$ cat src/source/cnn_defs.svh
`ifndef CNN_DEFS_SVH
`define CNN_DEFS_SVH

// pixel, weight, bias and result width
`define CNN_DWIDTH 16

// wide enough for nine 16x16 products
`define CNN_AWIDTH 36

`define CNN_KERN   3  // kernel edge
`define CNN_NPARAM 10 // nine weights, then bias
`define CNN_POOL   4  // results per pool group
`define CNN_QWIDTH 5  // requant shift field

`endif

$ cat src/source/cnn_pkg.sv
`include "cnn_defs.svh"

package cnn_pkg;

  typedef logic signed [`CNN_DWIDTH-1:0] data_t;
  typedef logic signed [`CNN_AWIDTH-1:0] acc_t;

  // parameter slot, 0..8 weights, 9 bias
  typedef logic [$clog2(`CNN_NPARAM)-1:0] pidx_t;

  typedef logic [$clog2(`CNN_POOL)-1:0] phase_t;
  typedef logic [`CNN_QWIDTH-1:0]       qbits_t;

  typedef enum logic [1:0] {
    IDLE,
    LOAD,
    RUN
  } ctrl_state_t;

endpackage

$ cat src/source/cnn_counter.sv
`include "cnn_defs.svh"

module cnn_counter
  import cnn_pkg::*;
  ( input          clk
  , input          arst_n
  , input          idx_inc
  , input          idx_clr
  , input          act_valid
  , input          pool_en
  , output pidx_t  param_idx
  , output phase_t pool_phase
  , output logic   group_end
  );

  logic idx_last;

  assign idx_last  = param_idx == pidx_t'(`CNN_NPARAM - 1);
  assign group_end = act_valid && pool_en && (pool_phase == phase_t'(`CNN_POOL - 1));

  always_ff @(posedge clk or negedge arst_n) begin
    if (!arst_n) begin
      param_idx  <= '0;
      pool_phase <= '0;
    end else begin
      if (idx_clr)
        param_idx <= '0;
      else if (idx_inc)
        param_idx <= idx_last ? '0 : param_idx + 1'b1; // wrap after bias
      if (idx_clr)
        pool_phase <= '0;
      else if (act_valid && pool_en)
        pool_phase <= group_end ? '0 : pool_phase + 1'b1;
    end
  end

  a_idx_range: assert property (@(posedge clk) disable iff (!arst_n)
    param_idx < pidx_t'(`CNN_NPARAM));

endmodule

$ cat config.mk
export PLATFORM = sky130hd
export DESIGN_NAME = cnn_counter
export DESIGN_NICKNAME = d
export VERILOG_FILES = /design/src/source/cnn_pkg.sv /design/src/source/cnn_counter.sv
export VERILOG_INCLUDE_DIRS = /design/src /design/src/source
export SDC_FILE = /design/constraint.sdc
export NUM_CORES = 1
export LEC_CHECK = 0
export BUFFER_PORTS_ARGS = -buffer_cell sky130_fd_sc_hd__buf_2
export CAP_MARGIN = 0
export CORE_AREA = 3 3 40 42
export CTS_CLUSTER_DIAMETER = 150
export CTS_CLUSTER_SIZE = 28
export DETAILED_ROUTE_END_ITERATION = 16
export DIE_AREA = 0 0 43 45
export PLACE_DENSITY = 0.58
export SLEW_MARGIN = 30
export SYNTH_ARGS = -nofsm -noshare
export SYNTH_HDL_FRONTEND = slang
export SYNTH_SLANG_ARGS = --single-unit
$ cat constraint.sdc
create_clock -name clk -period 1.9 [get_ports clk]
set_clock_uncertainty 0.15 [all_clocks]
set_input_delay 0.285 -clock clk [delete_from_list [all_inputs] [get_ports clk]]
set_output_delay 0.285 -clock clk [all_outputs]
set_load 0.1 [all_outputs]
Word-level counts from Yosys, hierarchy flattened:

Cells that the tools add are included.

* mux-type cells: 6
* reduce and logical (&&, ||, !) cells: 4
* eq/ne operators: 2
* $add $sub $neg: 2

Operators by type and width (count)
* $mux W4: 3
* $mux W2: 3
* $add A4 B1 Y4 const B: 1
* $eq A4 B4 Y1 const B: 1
* $reduce_bool A2 Y1: 2
* $add A2 B1 Y2 const B: 1
* $eq A2 B2 Y1 const B: 1
* $logic_and A1 B1 Y1: 2

* input bits: 6
* flip-flop bits (word level): 6

Depth between registers and ports, before layout:

* depth after elaboration: 5
* gate-level depth with buffers: 5
* depth with buffers taken out: 5

Worst setup path after synthesis:

Ideal clock, no wire load.

* kind: register to output
* from: reg pool_phase[0]
* to: out group_end
* required time: 1.465 ns
* cell stages (with the launch flop): 3
* buffers on the path: 0
* slack: -0.539 ns
* data arrival time: 2.004 ns
* cell sequence: dfrtp_1 ha_1 and3_1

* longest elaborated chain between the ends: 2

Ends and longest elaborated chain
* start: declaration: RTL line cnn_counter.sv:12 `, output phase_t pool_phase`
* start signal: assignment: RTL line cnn_counter.sv:33 `pool_phase <= group_end ? '0 : pool_phase + 1'b1;`
* $eq A2 B2 Y1: RTL line cnn_counter.sv:19 `` assign group_end = act_valid && pool_en && (pool_phase == phase_t'(`CNN_POOL - 1)); ``
* $logic_and A1 B1 Y1: RTL line cnn_counter.sv:19
* end: declaration: RTL line cnn_counter.sv:13 `, output logic group_end`

Every way passes these cells.

Worst setup path in the final report:

Same ends and word-level chain as after synthesis.

==> run metrics <==
outcome=complete, no violations; R2R Path End=param_idx[2]$_DFFE_PN0P_; number of synthesis warnings=0; Top delay family on crit path=buffers and inverters; Sum Neg Setup Slack=0 ns; timing endpoint of the critical path=group_end; global-route wire length before repair=1280 µm; CP Launch Type=flip-flop; final worst setup slack=0.111 ns; critical path, cell by cell=ha_1 > and3_2 > buf_2; pre-CTS worst setup slack=0.368 ns; sequential cell area fraction in the yosys report=0.440; half-perimeter wire length after placement=587 µm; number of buffers inserted by port buffering=12; buffer levels on the longest clock path=2; worst path bufs/invs=1; area leader, netlist=dfrtp_1; die footprint=1940 µm²; remaining antenna violation count after routing=0; Worst Tran Pin Value=0.490 ns; Pwr per Cell Area=744 nW/µm²; Core Rows=13; number of synthesized register bits=6; Fillers=132; Reg2Reg Setup Slack=0.58 ns; count of final hold-check violations=0; Cell Count, Final, Fillers Out=66; most area-consuming cells after synthesis=dfrtp_1, ha_1, nand3b_1; required time at the endpoint of the critical path=1.46 ns; starting utilization of the core area=0.266; worst max-slew margin expressed relative to the limit=0.675; classification of the worst setup path=flip-flop to primary output; clock period minus final worst setup slack=1.79 ns; GPL Wtd Cong=0.675; Hold/Removal Path Class=input port to flip-flop; maximum number of pins on one net before global-route repair=8; placeable core area=1280 µm²; total power=0.000341 W; most frequent standard cell in the layout excluding fill and tap cells=buf_2; total congestion overflow after global routing=0; cell count after synthesis=35; Layout area overhead=34.4%; leading cell types in the layout, fill and taps excluded=buf_2, a21oi_1, nand2_1, dfrtp_2; via count of the first global-routing pass=305; unrepaired setup endpoints after global routing=no; R2R cell count=3; boundary pin count=13; area of placed instances=427 µm²; number of violations reported at the end of detailed-routing iteration 0=4; total placed cells including tap cells=62; Total Routing Usage GR=0.0954; later-pin clock latency in the skew report=0.24 ns; residual DRC count=0; max capacitance violation total=0; Mean Syn Cell Area=9.76 µm²; H-tree depth reported by CTS=1; CTS sink count=6; share of the clock period used by the worst path=0.942; cells resized by post-CTS repair=0; Mapped Nets=44; router iterations before antenna repair=4; reported leakage power=0.225 nW; maximum clock frequency=559 MHz; net count reported at finish=62; Slew Viols, Final=0; CTS tree=built; Setup crit end kind=primary output; total routed wirelength=731 µm; highest fanout seen on the critical path=4; clock root buffer=clkbuf_4; Die Ht=45 µm; die outline width=43 µm; clock-pin slew of the registers on the worst-case setup and hold paths=0.05 ns; count of cell types in the netlist=18; worst voltage drop across the vdd grid=0.201 mV; Avg Vias per Cell=4.64; total via count in the routed design=306; antenna violations before repair=0; count of buffers added by post-CTS timing repair for setup=0; proportion of netlist area held by the largest area contributor=0.440; cell type of the slowest stage on the worst timing path=buf_2; mapped cell area=342 µm²; WL/cell=11.1 µm; final setup violating endpoints=0; share of final-layout standard cells stronger than drive strength 1=0.431; instance count on the critical path=3; crit path DAT=1.35 ns; antenna fix cells=0; number of buffers created by CTS=3; Slowest Stage Delay on Critical Path=0.41 ns; final instance area=459 µm²; crit path from=pool_phase[0]$_DFFE_PN0P_; worst r2r src=param_idx[0]$_DFFE_PN0P_
## cells in the mapped netlist
library cell  n
and3_1        1
nand3_1       1
nand3b_1      3
nand2_1       4
mux2i_1       1
o21ai_0       1
nand2b_1      2
a21oi_1       4
a21oi_2       1
nor2_1        2
a211o_1       1
dfrtp_1       6
ha_1          3
and4b_1       1
inv_1         1
a21boi_0      1
nand2_2       1
o21ai_1       1
## state kept, by name (all words and copies together) (netlist names)
signal	count
param_idx	4
pool_phase	2
## logic make-up (layout without fill, tap and decap cells)
logic type	count (synthesis)	after routing	synth area share
muxes	1	1	0.0293
adders and majority gates	3	3	0.110
DFF	6	6	0.440
AOI/OAI and AO/OA	9	9	0.161
buffers and inverters	1	17	0.0110
and+or+nand+nor	15	15	0.249
## per-stage QoR
stage,utilization,hold WS (ns)
2_1_floorplan,-,-0.161
3_3_place_gp,0.332,-0.0340
3_5_place_dp,0.332,-0.0314
4_1_cts,0.357,0.117
5_1_grt,0.357,0.124
6_report,0.357,0.118
## timing repair
item	in CTS	in global routing
hold buffers	1	0
setup endpoints to repair	0	0
hold endpoints to repair	6	0
## power breakdown
| part | leakage [nW] | switching, W | total [W] | internal, W |
|---|---|---|---|---|
| clock network | 0.0138 | 0.0000514 | 0.000123 | 0.0000718 |
| logic | 0.136 | 0.0000587 | 0.0000773 | 0.0000186 |
| registers | 0.0756 | 0.00000661 | 0.000141 | 0.000134 |
## per-layer routing
| metal | vias up | track usage | routed length, µm |
|---|---|---|---|
| met1 | 141 | 0.108 | 305 |
| met3 | 0 | 0.0478 | 40 |
| met2 | 6 | 0.138 | 385 |
| li1 | 159 | - | - |
| met5 | - | 0 | 0 |
| met4 | 0 | 0.0723 | 0 |
## worst min-delay path by stage
| stage | cells after the start | end | start |
|---|---|---|---|
| final | 2 | param_idx[2]$_DFFE_PN0P_ | idx_clr |
| after global routing | 2 | param_idx[2]$_DFFE_PN0P_ | idx_clr |
| after CTS | 2 | param_idx[2]$_DFFE_PN0P_ | idx_clr |
| after detailed placement | 1 | param_idx[2]$_DFFE_PN0P_ | arst_n |
| after global placement | 1 | param_idx[1]$_DFFE_PN0P_ | arst_n |
| after floorplan | 0 | param_idx[0]$_DFFE_PN0P_ | arst_n |
## layout make-up
| type | count | area, µm² | area share |
|---|---|---|---|
| clock buffers | 3 | 22.5 | 0.0490 |
| inverters | 1 | 3.75 | 0.00817 |
| multi-input cells | 28 | 189 | 0.411 |
| flip-flops and latches | 6 | 155 | 0.338 |
| well taps | 15 | 18.8 | 0.0409 |
| repair buffers | 13 | 70.1 | 0.153 |
Power figures use the tool's default switching activity.
