==> src/source/cnn_defs.svh <==
`ifndef CNN_DEFS_SVH
`define CNN_DEFS_SVH

// pixel, weight, bias and result width
`define CNN_DWIDTH 16

// wide enough for nine 16x16 products
`define CNN_AWIDTH 36

`define CNN_KERN   3  // kernel edge
`define CNN_NPARAM 10 // nine weights, then bias
`define CNN_POOL   4  // results per pool group
`define CNN_QWIDTH 5  // requant shift field

`endif

==> src/source/cnn_pkg.sv <==
`include "cnn_defs.svh"

package cnn_pkg;

  typedef logic signed [`CNN_DWIDTH-1:0] data_t;
  typedef logic signed [`CNN_AWIDTH-1:0] acc_t;

  // parameter slot, 0..8 weights, 9 bias
  typedef logic [$clog2(`CNN_NPARAM)-1:0] pidx_t;

  typedef logic [$clog2(`CNN_POOL)-1:0] phase_t;
  typedef logic [`CNN_QWIDTH-1:0]       qbits_t;

  typedef enum logic [1:0] {
    IDLE,
    LOAD,
    RUN
  } ctrl_state_t;

endpackage

==> src/source/bias_relu.sv <==
`include "cnn_defs.svh"

module bias_relu
  import cnn_pkg::*;
  ( input          clk
  , input          arst_n
  , input          bias_we
  , input  data_t  param_data
  , input  acc_t   acc
  , input          acc_valid
  , input  qbits_t qbits
  , input          bias_en
  , input          relu_en
  , output data_t  act
  , output logic   act_valid
  );

  localparam data_t data_max = {1'b0, {(`CNN_DWIDTH-1){1'b1}}};
  localparam data_t data_min = {1'b1, {(`CNN_DWIDTH-1){1'b0}}};

  data_t bias;
  acc_t  biased;
  acc_t  shifted;
  data_t sat;
  data_t act_next;

  always_ff @(posedge clk or negedge arst_n) begin
    if (!arst_n)
      bias <= '0;
    else if (bias_we)
      bias <= param_data;
  end

  always_comb begin
    biased  = bias_en ? acc + acc_t'(bias) : acc;
    shifted = biased >>> qbits; // requantise
    if (shifted > acc_t'(data_max))
      sat = data_max;
    else if (shifted < acc_t'(data_min))
      sat = data_min;
    else
      sat = data_t'(shifted);
    act_next = (relu_en && sat < 0) ? '0 : sat;
  end

  always_ff @(posedge clk) begin
    if (acc_valid)
      act <= act_next;
  end

  always_ff @(posedge clk or negedge arst_n) begin
    if (!arst_n)
      act_valid <= 1'b0;
    else
      act_valid <= acc_valid;
  end

endmodule

==> config.mk <==
export PLATFORM = sky130hd
export DESIGN_NAME = bias_relu
export DESIGN_NICKNAME = d
export VERILOG_FILES = /design/src/source/cnn_pkg.sv /design/src/source/bias_relu.sv
export VERILOG_INCLUDE_DIRS = /design/src /design/src/source
export SDC_FILE = /design/constraint.sdc
export NUM_CORES = 1
export LEC_CHECK = 0
export ABC_AREA = 0
export BUFFER_PORTS_ARGS = -buffer_cell sky130_fd_sc_hd__clkbuf_2
export CAP_MARGIN = 20
export CELL_PAD_IN_SITES_DETAIL_PLACEMENT = 0
export CELL_PAD_IN_SITES_GLOBAL_PLACEMENT = 2
export CORE_MARGIN = 8
export CORE_UTILIZATION = 35
export CTS_CLUSTER_DIAMETER = 80
export CTS_CLUSTER_SIZE = 8
export DETAILED_ROUTE_END_ITERATION = 8
export GPL_TIMING_DRIVEN = 1
export PLACE_DENSITY_LB_ADDON = 0.25
export SLEW_MARGIN = 20
export SYNTH_ARGS = -nofsm -noshare
export SYNTH_HDL_FRONTEND = slang
export SYNTH_SLANG_ARGS = --single-unit
==> constraint.sdc <==
create_clock -name clk -period 5.1 [get_ports clk]
set_input_delay 0.765 -clock clk [delete_from_list [all_inputs] [get_ports clk]]
set_output_delay 0.765 -clock clk [all_outputs]
set_load 0.01 [all_outputs]
Word-level counts from Yosys, hierarchy flattened --
Cells that the tools add are included.
Word-level totals: input port bits 63, bits in registers 33, logic and storage cells 12
Cells by class: add/sub/neg operators 1, reductions and logical operators 1, shift operators 1, multiplexer cells 3, magnitude comparators 3
Operators by type and width (number):
- $add A36 B16 Y36 | 1
- $gt A36 B16 Y1 const B | 1
- $lt A36 B16 Y1 const B | 1
- $mux W36 | 1
- $sshr A36 B5 Y36 | 1
- $mux W16 | 2
- $lt A16 B1 Y1 const B | 1
- $logic_and A1 B1 Y1 | 1

Logic depth before layout (Yosys ltp) --
word-level depth 8, mapped depth 18

Worst setup path after synthesis --
OpenSTA, ideal clock, no wires.
path kind in2reg, start input acc[0], end register act[8] (data pin), setup slack 330 ps, data required time 4955 ps, buffers on the path 1, stages 17, data arrival time 4626 ps, library setup time 145 ps, cells stage by stage ha_1 -> inv_1 -> fa_1 -> nand2b_1 -> a21oi_1 -> o21ai_1 -> o21ai_1 -> a21oi_1 -> xor2_1 -> a221oi_1 -> nor3_1 -> or4_1 -> or4b_1 -> nor4_1 -> a31oi_1 -> buf_6 -> o21ai_1
On the way: cells in the longest elaborated chain, start to end 8
RTL lines:
- start: declaration | RTL line bias_relu.sv:9 | , input acc_t acc
- $add A36 B16 Y36 | RTL line bias_relu.sv:35 | biased = bias_en ? acc + acc_t'(bias) : acc;
- $mux W36 (*) | RTL line bias_relu.sv:35
- $sshr A36 B5 Y36 (*) | RTL line bias_relu.sv:36 | shifted = biased >>> qbits;
- $lt A36 B16 Y1 | RTL line bias_relu.sv:39 | else if (shifted < acc_t'(data_min))
- $mux W16 | RTL line bias_relu.sv:39
- $mux W16 (*) | RTL line bias_relu.sv:37 | if (shifted > acc_t'(data_max))
- $lt A16 B1 Y1 | RTL line bias_relu.sv:43 | act_next = (relu_en && sat < 0) ? '0 : sat;
- $logic_and A1 B1 Y1 | RTL line bias_relu.sv:43
- end signal: assignment | RTL line bias_relu.sv:48 | act <= act_next;
- end: declaration | RTL line bias_relu.sv:14 | , output data_t act
Mark *: on every way between the ends. The rest lies on a longest branch, timed or not. A chain may end at the register's enable or synchronous reset.

Final worst setup path --
start input acc[1], end register act[9] (data pin)
Same word-level chain as after synthesis.

==> run_summary.xml <==
<?xml version="1.0" encoding="UTF-8"?>
<metrics>
  <group name="logic_synthesis">
    <metric name="edff_count_synth" unit="">16</metric>
    <metric name="library_cell_with_the_largest_summed_area_after_synthesis" unit="">sky130_fd_sc_hd__edfxtp_1</metric>
    <metric name="synth_xor_xnor_area_share" unit="%">2.37</metric>
    <metric name="postSynthAreaPerCell" unit="um^2">7.15</metric>
    <metric name="synth.yosys.seq_area_share" unit="%">12.9</metric>
    <metric name="netlist_instances" unit="">983</metric>
    <metric name="synth-adder-area-share" unit="%">6.52</metric>
    <metric name="post_synth_instance_area" unit="mm^2">0.00703</metric>
    <metric name="synthDistinctLibCells" unit="">88</metric>
    <metric name="synthSimpleGateAreaFrac" unit="%">23.7</metric>
    <metric name="muxShareOfSynthArea" unit="%">11.0</metric>
    <metric name="ys_warnings" unit="">0</metric>
    <metric name="synth_area_leaders" unit="">sky130_fd_sc_hd__edfxtp_1 6.8%, sky130_fd_sc_hd__ha_1 6.2%, sky130_fd_sc_hd__a21oi_1 6.2%</metric>
    <metric name="synth_top_family_by_area" unit="">compound AO/OA/AOI/OAI gates</metric>
    <metric name="synth-compound-area-share" unit="%">37.9</metric>
    <metric name="most_frequently_used_cell_type_in_the_post_synthesis_netlist" unit="">sky130_fd_sc_hd__nand2_1</metric>
    <metric name="synth-async-reset-ratio" unit="%">51.5</metric>
    <metric name="synth.top_cell.area_share" unit="%">6.84</metric>
    <metric name="synthFlopType" unit="">sky130_fd_sc_hd__dfrtp_1</metric>
    <metric name="synth.cells.most_frequent" unit="">106 x sky130_fd_sc_hd__nand2_1, 87 x sky130_fd_sc_hd__a21oi_1, 83 x sky130_fd_sc_hd__nor2_1, 58 x sky130_fd_sc_hd__o21ai_0, 42 x sky130_fd_sc_hd__clkbuf_1</metric>
    <metric name="postSynthRegisterBits" unit="">33</metric>
    <metric name="synth_fp_nets" unit="">1082</metric>
  </group>
  <group name="route">
    <metric name="via_count" unit="">8693</metric>
    <metric name="totalWireLength" unit="um">29200</metric>
    <metric name="routed_wire_length_per_instance" unit="um">19.6</metric>
    <metric name="detailedRoute.firstPassIterationCount" unit="">5</metric>
    <metric name="route.detailed.vias_per_inst" unit="">5.84</metric>
    <metric name="detail_route.drc_violations" unit="">0</metric>
    <metric name="initialDrtViolationCount" unit="">636</metric>
    <metric name="route.antenna.remaining_nets" unit="">0</metric>
  </group>
  <group name="power">
    <metric name="power" unit="uW">2140</metric>
    <metric name="irDropWorstVdd" unit="uV">124</metric>
    <metric name="power.leakage" unit="uW">0.00402</metric>
    <metric name="cellPowerDensity" unit="mW/mm^2">228</metric>
  </group>
  <group name="cts">
    <metric name="clock_sink_count" unit="">33</metric>
    <metric name="clk_path_buf_depth" unit="">2</metric>
    <metric name="skew_pair_late_insertion_delay" unit="ns">0.29</metric>
    <metric name="cts_tree" unit="">done</metric>
    <metric name="clk_pin_slew_worst_paths" unit="ns">0.06</metric>
    <metric name="numCtsBuffers" unit="">5</metric>
    <metric name="cts-hold-fix-buffers" unit="">0</metric>
    <metric name="htree_num_levels" unit="">2</metric>
    <metric name="clock_tree.root_cell" unit="">sky130_fd_sc_hd__clkbuf_16</metric>
  </group>
  <group name="floorplanning">
    <metric name="placeableCoreArea" unit="mm^2">0.0200</metric>
    <metric name="dieWidth" unit="um">158</metric>
    <metric name="floorplan.die_area" unit="mm^2">0.0249</metric>
    <metric name="ioPinCount" unit="">80</metric>
    <metric name="die_y" unit="um">158</metric>
    <metric name="placementRows" unit="">52</metric>
    <metric name="start_util" unit="%">35.2</metric>
  </group>
  <group name="flow_run">
    <metric name="drv.max_cap_violation_count" unit="">0</metric>
  </group>
  <group name="grt">
    <metric name="track_usage" unit="%">23.3</metric>
    <metric name="antenna_found_initial" unit="">0</metric>
    <metric name="grt_pass1_vias" unit="">8620</metric>
    <metric name="grt_start_max_net_pins" unit="">47</metric>
    <metric name="grt_pass1_wl" unit="um">45800</metric>
    <metric name="grt_remaining_overflow" unit="">0</metric>
  </group>
  <group name="timing">
    <metric name="timing_worst_slew_pin_value" unit="ns">0.646</metric>
    <metric name="period_minus_slack" unit="ns">4.86</metric>
    <metric name="period_share" unit="%">95.2</metric>
    <metric name="final.setup_skew" unit="ns">0.00842</metric>
    <metric name="fmaxAchievable" unit="MHz">206</metric>
    <metric name="drv_slew" unit="">0</metric>
    <metric name="setup_viol" unit="">0</metric>
    <metric name="timing.hold.ws" unit="ns">0.400</metric>
    <metric name="hold_viol" unit="">0</metric>
    <metric name="slew_headroom" unit="%">55.8</metric>
  </group>
  <group name="outcome">
    <metric name="status" unit="">completed</metric>
  </group>
  <group name="worst_setup_path">
    <metric name="rr_startpoint" unit="">bias[15]</metric>
    <metric name="worst_path_most_repeated_cell" unit="">sky130_fd_sc_hd__buf_4</metric>
    <metric name="crit_slowest_cell" unit="">sky130_fd_sc_hd__or4b_1</metric>
    <metric name="worstSetupPathType" unit="">input port to flip-flop</metric>
    <metric name="worst_r2r_path_depth" unit="">19</metric>
    <metric name="timing.critical_path.max_delay_family" unit="">compound AO/OA/AOI/OAI gates</metric>
    <metric name="critPathMaxFanout" unit="">9</metric>
    <metric name="worstPathCellList" unit="">clkbuf_2, ha_1, a211oi_2, buf_4, o21a_1, o21a_1, buf_4, a21oi_1, o211ai_1, mux2_2, and2_1, nor3_1, or4_1, or4b_1, nor4_4, a31oi_4, buf_4, o21ai_1</metric>
    <metric name="crit_path_start_kind" unit="">input port</metric>
    <metric name="worstPathArrival" unit="ns">5.00</metric>
    <metric name="worst_r2r_endpoint" unit="">act[0]</metric>
    <metric name="critPathBufInv" unit="">4</metric>
    <metric name="biggest_cell_delay_along_the_critical_path" unit="ns">0.60</metric>
    <metric name="critical_path_required" unit="ns">5.24</metric>
    <metric name="cp_depth" unit="">18</metric>
    <metric name="worst-r2r-setup-slack" unit="ns">0.27</metric>
    <metric name="cp-end-kind" unit="">flip-flop</metric>
  </group>
  <group name="finish">
    <metric name="final_layout_size_suffix_gt1_share" unit="%">30.9</metric>
    <metric name="antenna_cells" unit="">0</metric>
    <metric name="flow.area_growth_from_synthesis" unit="%">33.4</metric>
    <metric name="final_nets" unit="">1317</metric>
  </group>
  <group name="placement">
    <metric name="portBuffers" unit="">79</metric>
    <metric name="finalWeightedCongestion" unit="">0.978</metric>
    <metric name="dpl.hpwl" unit="um">24300</metric>
  </group>
  <group name="worst_hold_path">
    <metric name="hp-class" unit="">input port to async pin</metric>
  </group>
</metrics>
==> registers in the layout, indices dropped and copies added, names as in the netlist <==
name,cells
act,16
act_valid,1
bias,16
==> layer usage <==
layer	wire (um)	global-route usage, %	vias to the layer above
met5	0	0	-
met4	846	7.84	0
met3	1920	3.96	47
met2	13300	38.2	306
met1	13100	30.3	4048
li1	-	-	4292
==> metrics by stage <==
step	instances	util (%)	setup WS [ns]	instance area [um^2]	setup TNS (ns)
CTS	1488	46.4	0.0619	9260	0
finish	1489	46.9	0.243	9370	0
detailed placement	1480	45.7	-0.208	9120	-2.35
global route	1489	46.9	-0.00458	9370	-0.00458
floorplan	983	-	0.330	7030	0
global placement	1480	45.7	-0.160	9120	-1.86
==> placed cells by master, fill, tap and decap left out, types with 11 or more instances in the layout <==
| cell type | Yosys | routed |
|---|---|---|
| sky130_fd_sc_hd__a211oi_1 | 22 | 20 |
| sky130_fd_sc_hd__a21o_1 | 14 | 14 |
| sky130_fd_sc_hd__a21oi_1 | 87 | 82 |
| sky130_fd_sc_hd__and2_1 | 12 | 12 |
| sky130_fd_sc_hd__and4_1 | 11 | 11 |
| sky130_fd_sc_hd__buf_4 | 4 | 221 |
| sky130_fd_sc_hd__clkbuf_2 | 1 | 79 |
| sky130_fd_sc_hd__dfrtp_1 | 17 | 17 |
| sky130_fd_sc_hd__edfxtp_1 | 16 | 16 |
| sky130_fd_sc_hd__ha_1 | 35 | 34 |
| sky130_fd_sc_hd__inv_1 | 15 | 15 |
| sky130_fd_sc_hd__mux2_2 | 29 | 29 |
| sky130_fd_sc_hd__mux2i_1 | 40 | 39 |
| sky130_fd_sc_hd__nand2_1 | 106 | 106 |
| sky130_fd_sc_hd__nand3_1 | 18 | 18 |
| sky130_fd_sc_hd__nand4_1 | 23 | 23 |
| sky130_fd_sc_hd__nor2_1 | 83 | 81 |
| sky130_fd_sc_hd__nor3_1 | 34 | 34 |
| sky130_fd_sc_hd__o211ai_1 | 19 | 19 |
| sky130_fd_sc_hd__o21a_1 | 20 | 19 |
| sky130_fd_sc_hd__o21ai_0 | 58 | 56 |
| sky130_fd_sc_hd__o21ai_1 | 26 | 28 |
| sky130_fd_sc_hd__or3_1 | 12 | 12 |
| sky130_fd_sc_hd__xnor2_1 | 14 | 14 |
==> worst max path at each step <==
stage / from / to / slack [ns]
2_1_floorplan: acc[0] / act[8] / 0.33
3_3_place_gp: acc[10] / act[3] / -0.16
3_5_place_dp: acc[1] / act[9] / -0.21
4_1_cts: acc[1] / act[9] / 0.06
5_1_grt: bias[15] / act[0] / -0.005
6_report: acc[1] / act[9] / 0.24
==> cell families (layout without fill, tap and decap cells) <==
family	Yosys count	count (layout)
adder cells (fa/ha/maj)	36	36
flip-flops	33	33
XOR/XNOR	19	19
buffers and inverters	92	328
AND/OR/NAND/NOR	344	344
AO/OA/AOI/OAI	388	388
multiplexers	71	71
==> timing repair <==
action	4_1_cts	5_1_grt
resized for setup	0	24
setup endpoints to repair	0	15
setup buffers	0	1
==> worst register-to-register path: stages, from the launching register on <==
cell and delay, ns:
sky130_fd_sc_hd__dfrtp_1 0.43, sky130_fd_sc_hd__buf_12 0.19, sky130_fd_sc_hd__ha_1 0.33, sky130_fd_sc_hd__buf_4 0.17
sky130_fd_sc_hd__buf_4 0.14, sky130_fd_sc_hd__nand2_1 0.12, sky130_fd_sc_hd__o21ai_1 0.21, sky130_fd_sc_hd__buf_4 0.22
sky130_fd_sc_hd__nor3_1 0.28, sky130_fd_sc_hd__o21bai_1 0.12, sky130_fd_sc_hd__xor2_1 0.15, sky130_fd_sc_hd__mux4_2 0.53
sky130_fd_sc_hd__o221a_2 0.31, sky130_fd_sc_hd__or3_1 0.34, sky130_fd_sc_hd__a311oi_1 0.25, sky130_fd_sc_hd__buf_4 0.17
sky130_fd_sc_hd__nand4bb_1 0.10, sky130_fd_sc_hd__o21ai_1 0.13, sky130_fd_sc_hd__buf_4 0.20, sky130_fd_sc_hd__o21ai_0 0.15
==> area by class of cell <==
| class | count | area (um^2) |
|---|---|---|
| flip-flops and latches | 33 | 906 |
| well taps | 270 | 338 |
| repair buffers | 302 | 2090 |
| inverters | 18 | 67.6 |
| fillers | 2097 | 10600 |
| clock inverters | 2 | 10.0 |
| multi-input cells | 858 | 5830 |
| clock buffers | 6 | 129 |
==> power breakdown <==
group	switching (uW)	internal, uW	total (uW)
clock	123	179	302
sequential	12.2	322	334
combinational	834	667	1500
total	969	1170	2140
Power figures use the tool's default switching activity.
