### config.mk
export PLATFORM = sky130hd
export DESIGN_NAME = max_pool
export DESIGN_NICKNAME = d
export VERILOG_FILES = /design/src/source/cnn_pkg.sv /design/src/source/max_pool.sv
export VERILOG_INCLUDE_DIRS = /design/src /design/src/source
export SDC_FILE = /design/constraint.sdc
export NUM_CORES = 1
export LEC_CHECK = 0
export ABC_AREA = 1
export BUFFER_PORTS_ARGS = -buffer_cell sky130_fd_sc_hd__buf_2
export CORE_UTILIZATION = 40
export CTS_BUF_LIST = sky130_fd_sc_hd__clkbuf_2 sky130_fd_sc_hd__clkbuf_4 sky130_fd_sc_hd__clkbuf_8
export DETAILED_ROUTE_END_ITERATION = 8
export PLACE_DENSITY_LB_ADDON = 0.1
export REMOVE_ABC_BUFFERS = 1
export SLEW_MARGIN = 20
export SYNTH_ARGS = -nofsm -noshare
export SYNTH_HDL_FRONTEND = slang
export SYNTH_SLANG_ARGS = --single-unit
### constraint.sdc
create_clock -name clk -period 2.18 [get_ports clk]
set_input_delay 0.109 -clock clk [delete_from_list [all_inputs] [get_ports clk]]
set_output_delay 0.109 -clock clk [all_outputs]
set_load 0.02 [all_outputs]
### src/source/cnn_defs.svh
`ifndef CNN_DEFS_SVH
`define CNN_DEFS_SVH

// pixel, weight, bias and result width
`define CNN_DWIDTH 16

// wide enough for nine 16x16 products
`define CNN_AWIDTH 36

`define CNN_KERN   3  // kernel edge
`define CNN_NPARAM 10 // nine weights, then bias
`define CNN_POOL   4  // results per pool group
`define CNN_QWIDTH 5  // requant shift field

`endif

### src/source/cnn_pkg.sv
`include "cnn_defs.svh"

package cnn_pkg;

  typedef logic signed [`CNN_DWIDTH-1:0] data_t;
  typedef logic signed [`CNN_AWIDTH-1:0] acc_t;

  // parameter slot, 0..8 weights, 9 bias
  typedef logic [$clog2(`CNN_NPARAM)-1:0] pidx_t;

  typedef logic [$clog2(`CNN_POOL)-1:0] phase_t;
  typedef logic [`CNN_QWIDTH-1:0]       qbits_t;

  typedef enum logic [1:0] {
    IDLE,
    LOAD,
    RUN
  } ctrl_state_t;

endpackage

### src/source/max_pool.sv
`include "cnn_defs.svh"

module max_pool
  import cnn_pkg::*;
  ( input          clk
  , input          arst_n
  , input  data_t  act
  , input          act_valid
  , input          pool_en
  , input  phase_t pool_phase
  , input          group_end
  , output data_t  result
  , output logic   result_valid
  );

  data_t run_max;
  data_t cand;
  logic  emit;

  // phase 0 starts a fresh group
  assign cand = (pool_phase == '0 || act > run_max) ? act : run_max;

  assign emit = pool_en ? group_end : act_valid;

  always_ff @(posedge clk) begin
    if (act_valid)
      run_max <= cand;
  end

  always_ff @(posedge clk) begin
    if (emit)
      result <= pool_en ? cand : act;
  end

  always_ff @(posedge clk or negedge arst_n) begin
    if (!arst_n)
      result_valid <= 1'b0;
    else
      result_valid <= emit;
  end

endmodule

Yosys cells after proc, flatten, opt, wreduce, memory -nomap -nowiden:

Index checks and enable logic that the tools add are counted.
W data, S select, Z words.

* reduce and logical (&&, ||, !) cells: 2
* mux-type cells: 3
* order comparisons: 1

Operators with widths (number)
* $mux W16: 2
* $gt A16 B16 Y1: 1
* $logic_not A2 Y1: 1
* $logic_or A1 B1 Y1: 1
* $mux W1: 1

* logic and storage cells: 9
* output and inout port bits: 17
* input bits: 23
* register bits: 33

Longest topological paths before layout:

Gate-level depths: netlist (run 1).

* word-level depth: 4
* mapped depth: 18
* mapped depth without buffers: 17

Least setup slack after synthesis (run 1):

No wires, ideal clock.

* kind: register -> register
* start point: register run_max[15]
* end point: register run_max[10], data pin
* path buffers: 1
* setup time: 0.255 ns
* required time: 1.925 ns
* arrival: 1.672 ns
* clock period less this slack: 1.926 ns
* stages on the path, launching flop included: 11
* slack: 0.254 ns
* path through: edfxtp_1 > inv_1 > ha_1 > a21oi_1 > o21ai_0 > a21oi_1 > nand3_1 > nand3_4 > buf_4 > nand3_1 > and2_1

* cells in the longest elaborated chain, start to end: 3

RTL lines
* start, declared: RTL line max_pool.sv:16 `data_t run_max;`
* start signal, assigned: RTL line max_pool.sv:27 `run_max <= cand;`
* $gt A16 B16 Y1: RTL line max_pool.sv:21 `assign cand = (pool_phase == '0 || act > run_max) ? act : run_max;`
* $logic_or A1 B1 Y1: RTL line max_pool.sv:21
* $mux W16: RTL line max_pool.sv:21
* net cand[10]: RTL line max_pool.sv:17 `data_t cand;`

The timed path passes the listed nets, and every way through them passes these cells.
A chain may end at the register's enable or synchronous reset.

Final worst setup path (run 1):

* start point: register run_max[9]
* end point: register run_max[13], data pin

Same word-level chain as after synthesis.

==> results.py, run 1 <==
metrics = {
    "pwr": {
        "clkPwrFrac_pct": 24.2,
        "p_per_area_nw_per_um2": 811,
        "switching_power_mw": 0.695,
        "vdd_drop_max_uv": 324,
        "power_frac_seq_pct": 40.2,
        "pwr-share-comb_pct": 35.6,
        "swShare_pct": 33.0,
        "power_leakage_nw": 1.26,
        "internal-power_mw": 1.41,
    },
    "synth": {
        "synth_top_area_share_pct": 47.6,
        "synth_async_sr_flop_share_pct": 3.03,
        "synth_common_cells": "69 x nand2_1, 37 x inv_1, 35 x nand3_1, 32 x edfxtp_1",
        "synth-main-ff-cell": "edfxtp_1",
        "synth_cell_types": 21,
        "yosysMostFrequentCell": "nand2_1",
        "ys_seq_area_share_pct": 48.8,
        "synth_area_leader_cell": "edfxtp_1",
        "yosysWarningCount": 0,
        "avgSynthCellArea_um2": 8.71,
        "synth-edff-count": 32,
        "ys_seq_elements": 33,
        "netlist_instances": 232,
        "synth_area_um2": 2020,
        "ys_top_cells_by_area": "edfxtp_1 48%, nand2_1 13%, ha_1 9.9%",
    },
    "grt": {
        "grt_max_degree": 18,
        "grtUsageMet1_pct": 21.4,
        "grt_pass1_wl_um": 6690,
        "grt_pass1_vias": 1449,
        "gr-usage-met2_pct": 27.9,
        "met3_usage_pct": 4.56,
        "antenna_found_initial": 0,
        "grt_overflow_total": 0,
        "top_usage_layer": "met2",
        "grt_usage_pct": 16.9,
    },
    "route": {
        "drt-total-wl_um": 4340,
        "drt_iter0_drc": 49,
        "drc_errors": 0,
        "drtAntennaViolNets": 0,
        "vias": 1647,
        "viasPerCell": 4.68,
        "first_pass_iters": 4,
        "wl_per_cell_um": 12.3,
    },
    "clock_network": {
        "numClockSinks": 33,
        "clock_latency_ps": 290,
        "htreeDepth": 2,
        "path_clk_slew_ps": 70,
        "cts_buffer_depth": 2,
        "cts_buffers": 5,
        "tritoncts": "done",
        "cts-root-buf": "clkbuf_8",
    },
    "sta": {
        "clock_skew_ps": 8.82,
        "rsz0062_at_grt": "true",
        "fin_crit_sh_pct": 96.4,
        "hold_viol_final": 0,
        "maxSlewViolCount": 0,
        "slew_headroom_pct": 62.6,
        "setup_viol": 0,
        "fin_ws_ps": 77.6,
        "worst_pin_slew_ps": 560,
        "period_needed_ps": 2100,
        "timing.fmax_mhz": 476,
    },
    "floorplan": {
        "rows": 25,
        "core_area_um2": 4790,
        "ios": 40,
        "start_util_pct": 42.2,
        "die_height_um": 73.1,
        "die_area_um2": 5340,
        "die_w_um": 73.1,
    },
    "worst_setup_path": {
        "cp.arrival_ps": 2140,
        "r2r_cells": 13,
        "cp_max_fo": 8,
        "endpoint_kind": "register",
        "endpoint": "run_max[13]$_DFFE_PP_",
        "r2r-start": "run_max[9]$_DFFE_PP_",
        "crit_chain": "inv_2, ha_1, nand2_1, nand2_1, nand3_1, nand2_1, a21oi_2, nand2_2, nand2_2, nand3_4, nand2_8, nand2_1, and2_1",
        "cp_common_cell": "nand2_1",
        "r2r-end": "run_max[13]$_DFFE_PP_",
        "required_ps": 2220,
        "cpPeakStageDelay_ps": 380,
        "slowest_stage": "edfxtp_1",
        "r2r_slack_ps": 80,
        "critPathLaunchType": "register",
        "startpoint": "run_max[9]$_DFFE_PP_",
        "path_class": "register to register",
    },
    "final_layout": {
        "fin_cells": 352,
        "nNetsFinal": 323,
        "drive_gt1_share_pct": 32.3,
        "final_core_util_pct": 54.2,
        "area_growth_pct": 28.4,
        "antenna_cells": 0,
    },
    "placed_design": {
        "dp_slack_ps": 64.0,
        "place_congestion": 0.786,
        "port_buffers": 39,
        "dpl.hpwl_um": 2950,
        "dp_cells": 338,
    },
    "run": {
        "max_cap_violations": 0,
    },
    "worst_hold_path": {
        "hold_class": "primary input to asynchronous set/reset pin",
    },
    "run_status": {
        "status": "complete, no violations",
    },
}
repair_timing:
item | 4_1_cts | 5_1_grt
buffers inserted | 0 | 4
hold buffers | 1 | 0
resized for setup | 0 | 35
setup endpoints to repair | 0 | 32
endpoints found under the hold margin | 1 | 0
flip-flops by register name (all words and copies together) (netlist names):
signal / cells
result_valid: 1
result: 16
run_max: 16
cell families (layout without fill, tap and decap cells):
| logic type | after synthesis | count (layout) | share of synthesized area [%] |
|---|---|---|---|
| fa+ha+maj | 16 | 16 | 9.91 |
| simple gates | 130 | 131 | 29.9 |
| compound gates | 8 | 8 | 2.11 |
| flops | 33 | 33 | 48.8 |
| buf+inv | 45 | 97 | 9.29 |
area by class of cell:
cell class	count	area (um^2)
clock buffers	8	97.6
flip-flops and latches	33	986
repair buffers	51	299
inverters	38	143
multi-input cells	155	986
fillers	451	2190
well taps	67	83.8
power groups by stage:
stage          clock (mW)  combinational [mW]  sequential (mW)
2_1_floorplan           0               0.370            0.904
3_3_place_gp            0               0.609            0.855
3_5_place_dp            0               0.614            0.855
4_1_cts             0.520               0.619            0.842
5_1_grt             0.542               0.839            0.855
6_report            0.510               0.749            0.847
worst max-delay path, delay by kind of cell, from the launching register on:
family	cells	cell delay, ps
buffers and inverters	1	70
and+or+nand+nor	10	980
AOI/OAI and AO/OA	1	190
DFF	1	380
adders and majority gates	1	230
per-layer routing:
layer / share of wire, % / wire, um / vias to the layer above
li1: - / - / 859
met1: 47 / 2050 / 744
met2: 47 / 2030 / 37
met3: 4.5 / 196 / 7
met4: 1.4 / 59 / 0
met5: 0 / 0 / -
layout by cell type (no fill, tap or decap), drive strengths merged:
cell,instances
ha,16
nor2,5
a21oi,6
dfrtp,1
nand2,71
edfxtp,32
nand3,36
or2,1
buf,50
inv,37
a21o,1
and2,16
o21ai,1
dlygate4sd3,1
clkinv,1
clkbuf,8
nor3,1
nand4,1
worst min path at each step:
stage | to | slack (ps)
final | result_valid$_DFF_PN0_ | 120
after detailed placement | result_valid$_DFF_PN0_ | -110
after global placement | result_valid$_DFF_PN0_ | -120
after CTS | result_valid$_DFF_PN0_ | 120
after global routing | result_valid$_DFF_PN0_ | 140
after floorplan | result_valid$_DFF_PN0_ | -190
stage by stage:
step           hold slack [ps]  cell area (um^2)  power [mW]  setup TNS (ps)
2_1_floorplan             -187              1980        1.27               0
3_3_place_gp              -117              2310        1.46               0
3_5_place_dp              -114              2310        1.47               0
4_1_cts                    115              2410        1.98               0
5_1_grt                    140              2590        2.24            -273
6_report                   123              2590        2.11               0
Power figures use the tool's default switching activity.
==> run 2, diff against run 1 <==
Settings changed: ABC_AREA 1 to default.
==> run 2 against run 1 <==
Compared with the run above: via count grew 1.4%; sequential power shrank 4.1%; largest power group unchanged; largest cell class is now multi-input combinational cells; design area increased by 12%; highest routed layer unchanged; critical endpoint unchanged; final cell count fell by 10%; clock power grew 22%; critical path depth down 5; clock skew is 4.2 ps lower; setup slack worse by 210 ps; combinational power decreased by 11%; the run now ends with negative setup slack left; sequential share of layout area is 3.9 points lower; global-route usage rose by 3.9 points.
==> results.py, run 2 <==
metrics = {
    "run_status": {
        "status": "finished, violations left",
        "violations": "negative setup slack",
    },
    "floorplan": {
        "start_util_pct": 41.9,
        "rows": 25,
        "ios": 40,
        "die_area_um2": 5260,
        "die_w_um": 72.5,
        "die_height_um": 72.5,
        "core_area_um2": 4750,
    },
    "final_layout": {
        "top_regs": "result x16, run_max x16, result_valid x1",
        "fin_cells": 316,
        "final_cell_mix": "40 x buf_4, 39 x buf_2, 32 x edfxtp_1",
        "layout_commonest_cell": "buf_4",
        "drive_gt1_share_pct": 55.4,
        "nFillCells": 396,
        "multi_input_area_um2": 1060,
        "seqCellArea_um2": 986,
        "area_growth_pct": 45.4,
        "nNetsFinal": 287,
        "antenna_cells": 0,
    },
    "run": {
        "max_cap_violations": 0,
    },
    "sta": {
        "worst_pin_slew_ps": 494,
        "finalSetupTns_ps": -3070,
        "timing.fmax_mhz": 432,
        "period_needed_ps": 2320,
        "slew_headroom_pct": 67.1,
        "maxSlewViolCount": 0,
        "clock_skew_ps": 4.60,
        "rsz0062_at_grt": "true",
        "fin_crit_sh_pct": 106,
        "setup_viol": 32,
        "hold_ws_ps": 117,
        "fin_ws_ps": -137,
        "hold_viol_final": 0,
    },
    "grt": {
        "grt_pass1_vias": 1573,
        "grt_pass1_wl_um": 8050,
        "antenna_found_initial": 0,
        "grt_usage_pct": 20.9,
        "grt_overflow_total": 0,
        "grt_max_degree": 18,
    },
    "route": {
        "drtAntennaViolNets": 0,
        "vias": 1670,
        "viasPerCell": 5.28,
        "drt-total-wl_um": 5250,
        "drc_errors": 0,
        "drt_iter0_drc": 59,
        "first_pass_iters": 4,
        "wl_per_cell_um": 16.6,
    },
    "synth": {
        "synth_top_family_by_area": "compound AO/OA/AOI/OAI gates",
        "synth_cell_types": 31,
        "avgSynthCellArea_um2": 12.1,
        "synth-edff-count": 32,
        "synth_xor_xnor_area_share_pct": 0,
        "synth_common_cells": "32 x edfxtp_1, 18 x nand2_1, 17 x o21ai_0",
        "synth-main-ff-cell": "edfxtp_1",
        "synthAdderAreaFrac_pct": 10.1,
        "synth_area_leader_cell": "edfxtp_1",
        "synth-simple-area-share_pct": 6.98,
        "synth_top_area_share_pct": 48.3,
        "yosysMostFrequentCell": "edfxtp_1",
        "yosysWarningCount": 0,
        "synth-compound-area-share_pct": 15.7,
        "muxShareOfSynthArea_pct": 12.3,
        "ys_seq_elements": 33,
        "synth_area_um2": 1990,
        "synth_async_sr_flop_share_pct": 3.03,
        "ys_top_cells_by_area": "edfxtp_1 48%, mux2_4 11%, ha_1 10%",
        "ys_seq_area_share_pct": 49.5,
        "netlist_instances": 164,
    },
    "pwr": {
        "p_per_area_nw_per_um2": 725,
        "power_leakage_nw": 1.29,
        "power.total_mw": 2.10,
        "vdd_drop_max_uv": 355,
    },
    "worst_setup_path": {
        "r2r-end": "run_max[13]$_DFFE_PP_",
        "cp.arrival_ps": 2360,
        "startpoint": "run_max[5]$_DFFE_PP_",
        "r2r-start": "run_max[5]$_DFFE_PP_",
        "critPathLaunchType": "register",
        "r2r_cells": 8,
        "required_ps": 2220,
        "cp_max_fo": 11,
        "cpPeakStageDelay_ps": 350,
        "crit_chain": "inv_1, ha_4, and4_4, o2111ai_2, a311oi_2, o22a_4, buf_12, mux2_4",
        "endpoint": "run_max[13]$_DFFE_PP_",
        "endpoint_kind": "register",
        "cp_top_family": "compound AO/OA/AOI/OAI gates",
        "slowest_stage": "edfxtp_1",
        "crit_cells": 8,
        "path_class": "register to register",
        "r2r_slack_ps": -140,
        "crit_buf_inv": 2,
    },
    "clock_network": {
        "numClockSinks": 33,
        "tritoncts": "done",
        "cts_buffer_depth": 2,
        "path_clk_slew_ps": 70,
        "htreeDepth": 2,
        "clock_latency_ps": 290,
        "cts_buffers": 5,
        "cts-root-buf": "clkbuf_8",
    },
    "placed_design": {
        "port_buffers": 39,
        "dp_cells": 292,
        "dp_slack_ps": -172,
        "place_congestion": 0.779,
        "dpl.hpwl_um": 3300,
    },
    "worst_hold_path": {
        "hold_class": "primary input to asynchronous set/reset pin",
    },
}
## run 2: per-layer routing
metal  vias up  track usage, %  wire length [um]
li1        784               -                 -
met1       833            24.6              2160
met2        46            36.8              2770
met3         7            4.86               230
met4         0            8.06                93
met5         -               0                 0
## run 2: power by group
part	switching, mW	total, mW	internal, mW
clock network	0.238	0.623	0.385
logic	0.320	0.663	0.344
registers	0.0273	0.812	0.784
## run 2: worst reg2reg max path: cells and delay by family (launching register included)
| kind | cells | cell delay, ps |
|---|---|---|
| flip-flops | 1 | 350 |
| AND/OR/NAND/NOR | 1 | 230 |
| buffers and inverters | 2 | 240 |
| multiplexers | 1 | 310 |
| AO/OA/AOI/OAI | 3 | 650 |
| adder cells (fa/ha/maj) | 1 | 280 |
## run 2: cells by family (layout without fill, tap and decap cells)
logic type,after synthesis,in the layout
buf+inv,24,109
fa+ha+maj,16,16
flops,33,33
simple gates,28,28
mux,17,17
compound gates,46,46
## run 2: final cells by class
type                       instances  area share (%)
inverter                          16            2.08
tap                               67            2.90
timing repair buffer              85            20.0
clock inverter                     1            1.04
sequential                        33            34.1
clock buffer                       7            3.11
multi-input combinational        107            36.8
## run 2: worst min-delay path by stage
| stage | cells after the start | to | slack, ps | from |
|---|---|---|---|---|
| global placement | 1 | result_valid$_DFF_PN0_ | -120 | arst_n |
| CTS | 2 | result_valid$_DFF_PN0_ | 110 | arst_n |
| floorplan | 0 | result_valid$_DFF_PN0_ | -190 | arst_n |
| detailed placement | 1 | result_valid$_DFF_PN0_ | -110 | arst_n |
| finish | 2 | result_valid$_DFF_PN0_ | 120 | arst_n |
| global route | 2 | result_valid$_DFF_PN0_ | 120 | arst_n |
## run 2: stage by stage
stage,utilization (%),area [um^2]
floorplan,-,1940
global placement,51.9,2470
detailed placement,51.9,2470
CTS,58.7,2790
global route,60.9,2890
finish,60.9,2890
## run 2: timing repair
item | 4_1_cts | 5_1_grt
hold buffers | 1 | 0
buffers inserted | 5 | 10
endpoints found under the setup margin | 32 | 32
endpoints found under the hold margin | 1 | 0
resized for setup | 26 | 4
pin swaps | 0 | 2
